<file path="config.mk">
export PLATFORM = sky130hd
export DESIGN_NAME = latency_timer
export DESIGN_NICKNAME = d
export VERILOG_FILES = /design/src/logic/latency_timer.sv
export SDC_FILE = /design/constraint.sdc
export NUM_CORES = 1
export LEC_CHECK = 0
export BUFFER_PORTS_ARGS = -buffer_cell sky130_fd_sc_hd__buf_2
export CORE_MARGIN = 5
export CORE_UTILIZATION = 35
export CTS_BUF_LIST = sky130_fd_sc_hd__clkbuf_4 sky130_fd_sc_hd__clkbuf_8
export DETAILED_ROUTE_END_ITERATION = 10
export PLACE_DENSITY = 0.56
export SYNTH_ARGS = -nofsm -noshare
export SYNTH_HDL_FRONTEND = slang
export SYNTH_SLANG_ARGS = --single-unit
</file>
<file path="constraint.sdc">
create_clock -name clk -period 2.5 [get_ports clk]
set_input_delay 0.5 -clock clk [delete_from_list [all_inputs] [get_ports clk]]
set_output_delay 0.5 -clock clk [all_outputs]
set_load 0.02 [all_outputs]
</file>
<file path="src/logic/latency_timer.sv">
`timescale 1ns/1ps
`default_nettype none

module latency_timer #(
    parameter int          MAX_DELAY = 8,
    parameter logic [15:0] LFSR_SEED = 16'hACE1
) (
    input  wire  clk,
    input  wire  reset,
    input  wire  delay_start,
    output logic delay_done
);

    localparam int CNT_W = $clog2(MAX_DELAY + 1);

    logic [15:0]      lfsr;
    logic             feedback;
    logic [15:0]      pick;
    logic [CNT_W-1:0] count;

    // taps 16,14,13,11
    assign feedback = lfsr[15] ^ lfsr[13] ^ lfsr[12] ^ lfsr[10];

    // wait in 1..MAX_DELAY
    assign pick = (lfsr % 16'(MAX_DELAY)) + 16'd1;

    always_ff @(posedge clk) begin
        if (reset) begin
            lfsr       <= LFSR_SEED;
            count      <= '0;
            delay_done <= 1'b0;
        end else begin
            lfsr <= {lfsr[14:0], feedback};
            if (delay_start) begin
                count      <= pick[CNT_W-1:0];
                delay_done <= 1'b0;
            end else if (count != '0) begin
                count <= count - 1'b1;
                if (count == CNT_W'(1)) begin
                    delay_done <= 1'b1;
                end
            end
        end
    end

    // the FSM must not restart a wait that is still counting
    a_start_idle: assert property (@(posedge clk) disable iff (reset)
        delay_start |-> count == '0);

endmodule

`default_nettype wire

</file>
**After elaboration in Yosys (flattened, before gate mapping)**

Index checks and enable logic that the tools add are counted.

- $add $sub $neg: 2
- Eq/ne operators: 1
- Muxes and demuxes: 2
- Reductions and logical operators: 4
- Bitwise gates (word level): 3

Operators by type and width:

| kind | count |
|---|---|
| 4-bit 2-to-1 mux | 2 |
| 3-bit by 1-bit adder with 4-bit output, second input constant | 1 |
| 4-bit by 1-bit equality test with 1-bit output, second input constant | 1 |
| 4-bit nonzero test | 1 |
| 4-bit by 1-bit subtractor with 4-bit output, second input constant | 1 |
| 1-bit XOR | 3 |
| 2-bit AND reduction | 1 |
| 2-bit nonzero test | 1 |
| 2-bit OR reduction | 1 |

- Register bits after elaboration: 21
- Output and inout bits: 1

**Logic depth before layout (Yosys ltp)**

Gate-level depths: netlist (run 1).

- Word-level depth: 3
- Depth in mapped cells: 5
- Depth with buffers taken out: 5

**Least setup slack after synthesis (run 1)**

OpenSTA, ideal clock, no wires.

- Path kind: register to register
- Start: register count[0]
- End: register count[0]
- Data arrival time: 1,203 ps
- Period minus slack after synthesis: 1,295 ps
- Slack: 1,205 ps
- Library setup time: 92 ps
- Stages on the path, launching flop included: 6
- Cell sequence: dfxtp_1 -> inv_1 -> ha_1 -> or3b_1 -> and2_1 -> o32ai_1

- Word-level cells in the longest chain between the ends: 3
- Elaborated cells between the ends (all ways): 5
- Classes of those cells: add/sub (1); mux (2); reduce/logical (2)

RTL lines:

| what | line | RTL |
|---|---|---|
| from (decl) | 19 | `logic [CNT_W-1:0] count;` |
| from (signal assigned) | 35 | `count <= pick[CNT_W-1:0];` |
| from (signal assigned) | 38 | `count <= count - 1'b1;` |
| 4-bit by 1-bit subtractor with 4-bit output | 38 |  |
| 4-bit 2-to-1 mux | 37 | `end else if (count != '0) begin` |
| 4-bit 2-to-1 mux | 34 | `if (delay_start) begin` |

Parallel ways exist; a longest one is shown, timed or not. The select of a mux whose other input is x is not followed.
A chain may end at the register's enable or synchronous reset.

**Final worst setup path (run 1)**

Same ends and word-level chain as after synthesis.

==> results of run 1 <==
==> cell usage after synthesis, types with 2 or more instances <==
library cell	number	area share [%]
xor2_1	2	2.3
o21ai_0	2	1.3
dfxtp_1	21	55
nor2_1	2	0.99
inv_1	5	2.5
ha_1	4	6.6
clkbuf_1	2	0.99
nor2b_1	8	6.6
xnor2_1	2	2.3
or2_2	7	5.8
==> cell usage in the layout, fill, tap and decap left out, types with 3 or more instances in the layout <==
cell type | synthesis | final
dfxtp_1 | 21 | 21
nor2b_1 | 8 | 8
or2_2 | 7 | 7
inv_1 | 5 | 5
ha_1 | 4 | 4
clkbuf_4 | 0 | 3
buf_2 | 0 | 3
==> final timing paths <==
| check | start | endpoint | slack, ns | cells past startpoint |
|---|---|---|---|---|
| setup / recovery | count[0]$_SDFFE_PP0P_ | count[0]$_SDFFE_PP0P_ | 1.03 | 5 |
| hold / removal | lfsr[6]$_SDFF_PP1_ | lfsr[7]$_SDFF_PP1_ | 0.42 | 1 |
| setup reg to reg | count[0]$_SDFFE_PP0P_ | count[0]$_SDFFE_PP0P_ | 1.03 | 5 |
| hold reg to reg | lfsr[6]$_SDFF_PP1_ | lfsr[7]$_SDFF_PP1_ | 0.42 | 1 |
==> layout make-up <==
class	instances	area [sq um]	share of cell area, %
Clock buffer	3	22.5	2.72
Timing Repair Buffer	3	15.0	1.82
Tap cell	27	33.8	4.08
Sequential cell	21	420	50.8
Clock inverter	1	5.00	0.605
Inverter	5	18.8	2.27
Multi-Input combinational cell	43	312	37.7
==> worst max-delay path, delay by kind of cell (launching register included) <==
kind | cells | cell delay (ns)
fa+ha+maj | 1 | 0.20
flops | 1 | 0.36
buf+inv | 1 | 0.09
compound gates | 2 | 0.29
simple gates | 1 | 0.41
==> routing by layer <==
metal	wire (microns)	global-route usage (%)
met5	0	0
met4	8	3.05
met3	55	4.13
met2	480	12.4
met1	548	9.41
==> logic make-up after synthesis <==
group,count (synthesis),synth area share (%)
AND/OR/NAND/NOR,24,19.3
flip-flops,21,55.4
AO/OA/AOI/OAI,10,9.24
buffers and inverters,7,3.47
XOR/XNOR,4,4.62
adder cells (fa/ha/maj),4,6.60
multiplexers,1,1.32
==> flip-flops by register name (all words and copies together) (netlist names) <==
signal,count
lfsr,16
count,4
delay_done,1
==> stage by stage <==
stage | cell area (sq um) | setup slack (ns)
after floorplan | 758 | 1.20
after global placement | 800 | 1.10
after detailed placement | 800 | 1.06
after CTS | 827 | 1.03
after global routing | 827 | 0.907
final | 827 | 1.03
==> power groups by stage <==
stage / clock network (uW) / logic [uW] / registers (uW)
floorplan: 0 / 82.6 / 386
global placement: 0 / 99.6 / 391
detailed placement: 0 / 100 / 390
CTS: 166 / 104 / 384
global route: 180 / 115 / 389
finish: 157 / 101 / 384
==> out/summary.txt, run 1 <==
setup violators final = 0
P_leak = 0.000341 uW
worst-margin pin slew = 0.313 ns
drt wl/cell = 10.6 microns
first-pass iteration count of the detailed router = 4
clock skew = 0.00134 ns
Gate power share = 15.7%
FMAX = 682 MHz
Worst EP arrival = 1.66 ns
Total Routing Usage GR = 8.03%
FILL cells = 194
Post-Syn Area per Cell = 10.7 sq um
Synth Flop Type = dfxtp_1
synthesized area = 758 sq um
Power, Total = 642 uW
CTS Buf Count = 3
Via Count = 446
Worst path max stage delay = 0.41 ns
cts hold-fix bufs = 0
Slew HR = 79.1%
Slew Viols, Final = 0
Placed Instances = 99
IO Pins = 4
Critical Path RT = 2.69 ns
kind of critical path = flop to flop
CORE AREA = 2020 sq um
largest net degree at the start of global routing = 22
chip width = 56.5 microns
Sw Ratio = 26.0%
sequential share of power = 59.8%
die area = 3200 sq um
ant diodes = 0
internal power = 475 uW
Hold Crit Class = flop to flop
# clock sinks = 21
initial detailed-routing violation count = 6
drc violations = 0
initial core utilization = 37.5%
DPL Wire Length = 717 microns
Syn Nets = 78
CTS tree = done
Fin Hold WS = 0.421 ns
TNS Setup = 0 ns
CTS resizes = 0
crit path max-delay cell type = or3b_1
Max-Cap Viols = 0
Std-Cell Rows = 16
Worst-path clk slew = 0.11 ns
worst path cell trace = inv_1, ha_1, or3b_1, o21ai_0, o32ai_1
Root Buffer = clkbuf_4
CP endpoint kind = flop
post-CTS setup buffers = 0
Port-buffer cells = 3
P&R area growth vs syn = 9.08%
Yosys cell types = 26
switching power total = 167 uW
gr ovfl total = 0
Tcrit/Tclk final = 58.7%
nets = 84
Clock power frac = 24.4%
Die Height = 56.5 microns
Seq/Total Area, Yosys = 55.4%
initial antenna violation count = 0
Placer Congestion = 0.761
number of flops mapped to enable cells by yosys = 0
CTS H-tree depth = 1
power per standard cell area = 776 nW/um^2
status = finished, final reports clean
DRT antenna net count = 0
vias in the first global route = 444
yosys warns = 0
Final Critical Period = 1.47 ns
VDD IR max = 428 uV
proportion of layout cells with a drive suffix above 1 = 19.7%
Clock Tree Buf Depth = 2
Seq cells post-synth = 21
ys async rst share = 0%
Critical Path Fanout Max = 5
drt via density = 4.33
Synth Instances = 71
Non-Filler Instances = 103
critical path launch point type = flop
RSZ-0062 raised after global routing = false
Routed WL = 1090 microns
Final Hold Fails = 0
first-pass GRT wire length = 1930 microns
Util after Layout = 40.9%
clk_lat worst skew = 0.30 ns
Power figures use the tool's default switching activity.
==> run 2, diff against run 1 <==
--- a/config.mk
+++ b/config.mk
@@ -5,12 +5,13 @@
 export SDC_FILE = /design/constraint.sdc
 export NUM_CORES = 1
 export LEC_CHECK = 0
+export ABC_AREA = 1
 export BUFFER_PORTS_ARGS = -buffer_cell sky130_fd_sc_hd__buf_2
 export CORE_MARGIN = 5
 export CORE_UTILIZATION = 35
 export CTS_BUF_LIST = sky130_fd_sc_hd__clkbuf_4 sky130_fd_sc_hd__clkbuf_8
 export DETAILED_ROUTE_END_ITERATION = 10
-export PLACE_DENSITY = 0.56
+export PLACE_DENSITY = 0.55
 export SYNTH_ARGS = -nofsm -noshare
 export SYNTH_HDL_FRONTEND = slang
 export SYNTH_SLANG_ARGS = --single-unit
==> constraint.sdc (replaced) <==
create_clock -name clk -period 1.4 [get_ports clk]
set_input_delay 0.28 -clock clk [delete_from_list [all_inputs] [get_ports clk]]
set_output_delay 0.28 -clock clk [all_outputs]
set_load 0.02 [all_outputs]
==> run 2 against run 1 <==
  * Worst hold slack got worse by 0.094 ns
  * Clock skew about the same
  * Clock power increased by 88%
  * Sequential cell count unchanged
  * Core utilization decreased by 1.2 points
  * Sequential share of layout area decreased by 2.1 points
  * Non-clock buffer count unchanged
  * Register-to-register slack got worse by 0.81 ns
  * Via count increased by 17%
  * Area after synthesis increased by 3.8%
  * Critical path type unchanged
  * Highest routed layer unchanged
==> out/summary.txt, run 2 <==
clock skew = 0.00132 ns
kind of critical path = flop to flop
ant diodes = 0
compound-gate portion of the synthesized area = 3.82%
gr ovfl total = 0
CP top delay family = flip-flops
max FFs per register = 16
initial antenna violation count = 0
commonest cells after routing, fill and taps aside = dfxtp_1, nor2_1, inv_1
R2R depth = 7
initial detailed-routing violation count = 3
P_leak = 0.000407 uW
Synth area leaders = dfxtp_1, nor2_1, ha_1
first-pass iteration count of the detailed router = 2
DPL Wire Length = 784 microns
largest registers = lfsr: 16 flops, count: 4 flops, delay_done: 1 flops
Routed WL = 1080 microns
DRT antenna net count = 0
Worst EP arrival = 1.38 ns
Worst-path clk slew = 0.11 ns
Simple-Gate Fraction of Synth Area = 25.1%
RSZ-0062 raised after global routing = false
Most flops, register = lfsr
Tcrit/Tclk final = 84.3%
routing usage on met3 = 2.26%
commonest non-fill, non-tap cell in the layout = dfxtp_1
Clock Tree Buf Depth = 2
worst-margin pin slew = 0.268 ns
Slew Viols, Final = 0
Placer Congestion = 0.754
Syn Nets = 97
crit path max-delay cell type = dfxtp_1
Root Buffer = clkbuf_4
CTS tree = done
TNS Setup = 0 ns
Die Height = 57.4 microns
first-pass GRT wire length = 1930 microns
power per standard cell area = 1350 nW/um^2
Seq/Total Area, Yosys = 53.4%
Worst path max stage delay = 0.39 ns
setup violators final = 0
post-synth top area share = 53.4%
critical path launch point type = flop
met2 usage = 11.0%
CTS resizes = 0
Buf/Inv on CP = 1
largest family of logic cells by synthesized area = simple AND/OR/NAND/NOR gates
proportion of layout cells with a drive suffix above 1 = 15.6%
VDD IR max = 672 uV
most numerous cell on the critical path = nand2_1
number of flops mapped to enable cells by yosys = 0
mux cell area share after synthesis = 0%
Fin Hold WS = 0.327 ns
status = finished, final reports clean
Critical Path RT = 1.60 ns
Synth area leader = dfxtp_1
Slew HR = 82.1%
clk_lat worst skew = 0.29 ns
ys async rst share = 0%
Hold Crit Class = primary input to flop
adder-cell share of the synthesized area = 6.36%
Std-Cell Rows = 17
Synth Instances = 90
Via Count = 524
synthesized area = 787 sq um
worst path cell trace = inv_1, ha_1, nor2_1, a21oi_1, nand2_1, nand2_1, nor2_2
worst hold path stage count = 2
CP endpoint kind = flop
Critical Path Fanout Max = 4
reg2reg start = count[0]$_SDFFE_PP0P_
IO Pins = 4
drt via density = 4.23
WHS Endpoint = lfsr[1]$_SDFF_PP0_
Most Crowded Layer GR = met2
cts hold-fix bufs = 0
largest net degree at the start of global routing = 19
Final Critical Period = 1.18 ns
top-count cell post-synth = dfxtp_1
XOR/XNOR share of the synthesized area = 4.45%
initial core utilization = 36.3%
drc violations = 0
FMAX = 848 MHz
drt wl/cell = 8.70 microns
Total Routing Usage GR = 7.69%
Seq cells post-synth = 21
Post-Syn Area per Cell = 8.74 sq um
Post-synth top cells = dfxtp_1, nor2_1, inv_1, nand2_1, or2_1
nets = 104
chip width = 57.4 microns
CORE AREA = 2170 sq um
die area = 3300 sq um
Port-buffer cells = 3
Max-Cap Viols = 0
CTS H-tree depth = 1
Yosys cell types = 20
reg2reg setup slack = 0.22 ns
min-delay src = reset
CTS Buf Count = 3
post-CTS setup buffers = 0
# clock sinks = 21
yosys warns = 0
met1 GRT Util = 9.56%
Final Hold Fails = 0
P&R area growth vs syn = 9.54%
vias in the first global route = 474
reg-to-reg endpoint = count[1]$_SDFFE_PP0P_
Synth Flop Type = dfxtp_1
-- run 2: cell types whose count changed after synthesis, moves of 2 or more --
cell,change
nand2_1,+9
inv_1,+7
nand3_1,+3
nor2_1,+14
nor2b_1,-8
nor2_2,+3
or2_1,+6
clkbuf_1,-2
or2_2,-6
-- run 2: where the power goes --
part	switching, uW	internal, uW
sequential	31.7	648
combinational	112	80.6
clock	165	130
-- run 2: cells by family (layout without fill, tap and decap cells) --
group,after synthesis,in the layout
AND/OR/NAND/NOR,42,42
adder cells (fa/ha/maj),4,4
flip-flops,21,21
AO/OA/AOI/OAI,5,5
buffers and inverters,14,20
XOR/XNOR,4,4
-- run 2: layer usage --
| layer | share of wire, % | vias to the layer above |
|---|---|---|
| li1 | - | 281 |
| met1 | 51 | 237 |
| met2 | 43 | 4 |
| met3 | 4.2 | 2 |
| met4 | 1.3 | 0 |
| met5 | 0 | - |
-- run 2: metrics by stage --
step | std cells | area, sq um | total power (uW) | util, % | setup slack, ns
2_1_floorplan | 90 | 787 | 846 | - | 0.313
3_3_place_gp | 120 | 832 | 886 | 38.4 | 0.263
3_5_place_dp | 120 | 832 | 889 | 38.4 | 0.233
4_1_cts | 124 | 862 | 1190 | 39.7 | 0.217
5_1_grt | 124 | 862 | 1260 | 39.7 | 0.143
6_report | 124 | 862 | 1170 | 39.7 | 0.220
-- run 2: cell type report --
class / count / area (sq um)
fillers: 233 / 1310
clock buffers: 4 / 30.0
multi-input cells: 55 / 313
repair buffers: 3 / 15.0
flip-flops and latches: 21 / 420
inverters: 13 / 48.8
well taps: 28 / 35.0
-- run 2: how the worst max path moves through the flow --
stage	cells after the start	end	from	slack, ns
2_1_floorplan	5	count[2]$_SDFFE_PP0P_	count[0]$_SDFFE_PP0P_	0.31
3_3_place_gp	5	count[2]$_SDFFE_PP0P_	count[0]$_SDFFE_PP0P_	0.26
3_5_place_dp	7	count[1]$_SDFFE_PP0P_	count[0]$_SDFFE_PP0P_	0.23
4_1_cts	7	count[1]$_SDFFE_PP0P_	count[0]$_SDFFE_PP0P_	0.22
5_1_grt	7	count[1]$_SDFFE_PP0P_	count[0]$_SDFFE_PP0P_	0.14
6_report	7	count[1]$_SDFFE_PP0P_	count[0]$_SDFFE_PP0P_	0.22
-- run 2: worst register-to-register path, cell delays in order, from the launching register on --
cell and delay, ns:
dfxtp_1 0.39, inv_1 0.10, ha_1 0.29, nor2_1 0.04
a21oi_1 0.11, nand2_1 0.06, nand2_1 0.07, nor2_2 0.03
==> run 3, diff against run 2 <==
--- a/config.mk
+++ b/config.mk
@@ -5,13 +5,13 @@
 export SDC_FILE = /design/constraint.sdc
 export NUM_CORES = 1
 export LEC_CHECK = 0
-export ABC_AREA = 1
+export ABC_AREA = 0
 export BUFFER_PORTS_ARGS = -buffer_cell sky130_fd_sc_hd__buf_2
 export CORE_MARGIN = 5
 export CORE_UTILIZATION = 35
 export CTS_BUF_LIST = sky130_fd_sc_hd__clkbuf_4 sky130_fd_sc_hd__clkbuf_8
 export DETAILED_ROUTE_END_ITERATION = 10
-export PLACE_DENSITY = 0.55
+export PLACE_DENSITY = 0.56
 export SYNTH_ARGS = -nofsm -noshare
 export SYNTH_HDL_FRONTEND = slang
 export SYNTH_SLANG_ARGS = --single-unit
==> constraint.sdc (replaced) <==
create_clock -name clk -period 1.2 [get_ports clk]
set_input_delay 0.24 -clock clk [delete_from_list [all_inputs] [get_ports clk]]
set_output_delay 0.24 -clock clk [all_outputs]
set_load 0.02 [all_outputs]
==> run 3 against run 2 <==
  * The run now ends with setup timing left
  * Clock-buffer cell count fell by 1
  * Sequential cell count did not move
  * Clock skew rose by 0.00086 ns
  * Routed wire length rose by 9.9%
  * Via count fell by 8.8%
  * Sequential share of layout area fell by 2.7 points
  * Fmax fell by 9.6%
  * Global-route usage rose by 0.49 points
  * Critical endpoint unchanged
==> out/summary.txt, run 3 (synthesized netlist as in run 1, its figures left out) <==
Final Critical Period = 1.31 ns
reg2reg start = count[0]$_SDFFE_PP0P_
Critical Path Fanout Max = 4
worst-margin pin slew = 0.350 ns
initial detailed-routing violation count = 2
initial core utilization = 37.5%
first-pass GRT wire length = 2010 microns
first-pass iteration count of the detailed router = 2
reg-to-reg endpoint = count[1]$_SDFFE_PP0P_
cts hold-fix bufs = 0
Routed WL = 1190 microns
RSZ-0062 raised after global routing = true
Root Buffer = clkbuf_4
clk_lat worst skew = 0.30 ns
Buf/Inv on CP = 1
Worst path max stage delay = 0.41 ns
Worst EP arrival = 1.50 ns
Via Count = 478
commonest non-fill, non-tap cell in the layout = dfxtp_1
Std-Cell Rows = 16
CP endpoint kind = flop
initial antenna violation count = 0
power per standard cell area = 1610 nW/um^2
CORE AREA = 2020 sq um
P&R area growth vs syn = 21.1%
drc violations = 0
kind of critical path = flop to flop
status = finished with violations
largest net degree at the start of global routing = 22
DRT antenna net count = 0
Setup WS post-layout = -0.106 ns
max FFs per register = 16
min-delay src = delay_start
Tcrit/Tclk final = 109%
Max-Cap Viols = 0
post-layout instance area = 918 sq um
IO Pins = 4
worst hold path stage count = 2
die area = 3200 sq um
Worst-path clk slew = 0.12 ns
DPL Wire Length = 736 microns
area used by multi-input combinational logic = 370 sq um
FMAX = 766 MHz
largest registers = lfsr: 16 flops, count: 4 flops, delay_done: 1 flops
CTS H-tree depth = 1
Clock Tree Buf Depth = 2
R2R depth = 5
vias in the first global route = 488
Port-buffer cells = 3
clock skew = 0.00218 ns
chip width = 56.5 microns
critical path launch point type = flop
WP depth = 5
reg2reg setup slack = -0.11 ns
Non-Filler Instances = 107
Final Hold Fails = 0
drt via density = 4.47
Most flops, register = lfsr
sequential cell area = 423 sq um
commonest cells after routing, fill and taps aside = dfxtp_1, nor2b_1, or2_2
Hold Crit Class = primary input to flop
# clock sinks = 21
CTS Buf Count = 3
Slew Viols, Final = 0
gr ovfl total = 0
FILL cells = 202
DP Area = 832 sq um
P_leak = 0.000372 uW
WHS Endpoint = count[2]$_SDFFE_PP0P_
setup violators final = 3
Slew HR = 76.7%
VDD IR max = 678 uV
Placed Instances = 101
Die Height = 56.5 microns
Placer Congestion = 0.745
Critical Path RT = 1.39 ns
drt wl/cell = 11.1 microns
CP top delay family = simple AND/OR/NAND/NOR gates
crit path max-delay cell type = or3b_4
failing checks = setup timing
CTS tree = done
proportion of layout cells with a drive suffix above 1 = 42.5%
worst path cell trace = inv_2, ha_4, or3b_4, o21ai_2, o22ai_2
ant diodes = 0
Total Routing Usage GR = 8.18%
nets = 88
==> run 3: cell count changes in the layout (fill, tap and decap cells not counted), moves of 4 or more <==
cell and delta:
nor2_1 -14, buf_4 +4, or2_2 +6, nor2b_1 +8, inv_1 -9, or2_1 -6, nand2_1 -9
==> run 3: layout make-up <==
type / count / share of cell area, %
clock buffer: 3 / 2.45
tap: 27 / 3.68
clock inverter: 1 / 0.545
sequential: 21 / 46.0
inverter: 5 / 2.04
multi-input combinational: 43 / 40.3
timing repair buffer: 7 / 4.90
==> run 3: what timing repair did <==
item / CTS / global route
setup buffers: 0 / 2
endpoints found under the hold margin: 0 / 0
pin swaps: 1 / 4
endpoints found under the setup margin: 3 / 4
gates resized for setup: 2 / 7
==> run 3: report_power, final <==
group / total [uW] / leakage [uW] / internal, uW / switching (uW)
sequential: 803 / 0.000175 / 760 / 43.1
clock: 342 / 0.0000177 / 124 / 218
combinational: 334 / 0.000179 / 188 / 146
==> run 3: worst max-delay path by stage <==
stage	startpoint	end	slack, ns
2_1_floorplan	count[1]$_SDFFE_PP0P_	count[0]$_SDFFE_PP0P_	-0.02
3_3_place_gp	count[1]$_SDFFE_PP0P_	count[0]$_SDFFE_PP0P_	-0.07
3_5_place_dp	count[1]$_SDFFE_PP0P_	count[0]$_SDFFE_PP0P_	-0.09
4_1_cts	count[1]$_SDFFE_PP0P_	count[1]$_SDFFE_PP0P_	-0.11
5_1_grt	count[1]$_SDFFE_PP0P_	count[1]$_SDFFE_PP0P_	-0.17
6_report	count[0]$_SDFFE_PP0P_	count[1]$_SDFFE_PP0P_	-0.11
==> run 3: metal layers <==
layer	routed length [microns]	up-vias	part of all wire (%)	global-route usage, %
li1	-	248	-	-
met3	29	2	2.4	2.06
met1	600	224	51	10.4
met5	0	-	0	0
met4	27	0	2.3	6.44
met2	528	4	45	11.6
==> run 3: stage by stage <==
step                setup WS, ns  hold WS [ns]  TNS, ns  power (uW)  utilization, %
finish                    -0.106         0.177   -0.270        1480            45.4
CTS                       -0.111         0.175   -0.237        1440            43.1
global route              -0.167         0.169   -0.427        1580            45.4
global placement         -0.0721         0.394   -0.110        1070            41.2
detailed placement       -0.0929         0.397   -0.191        1070            41.2
floorplan                -0.0186         0.351  -0.0299        1010               -
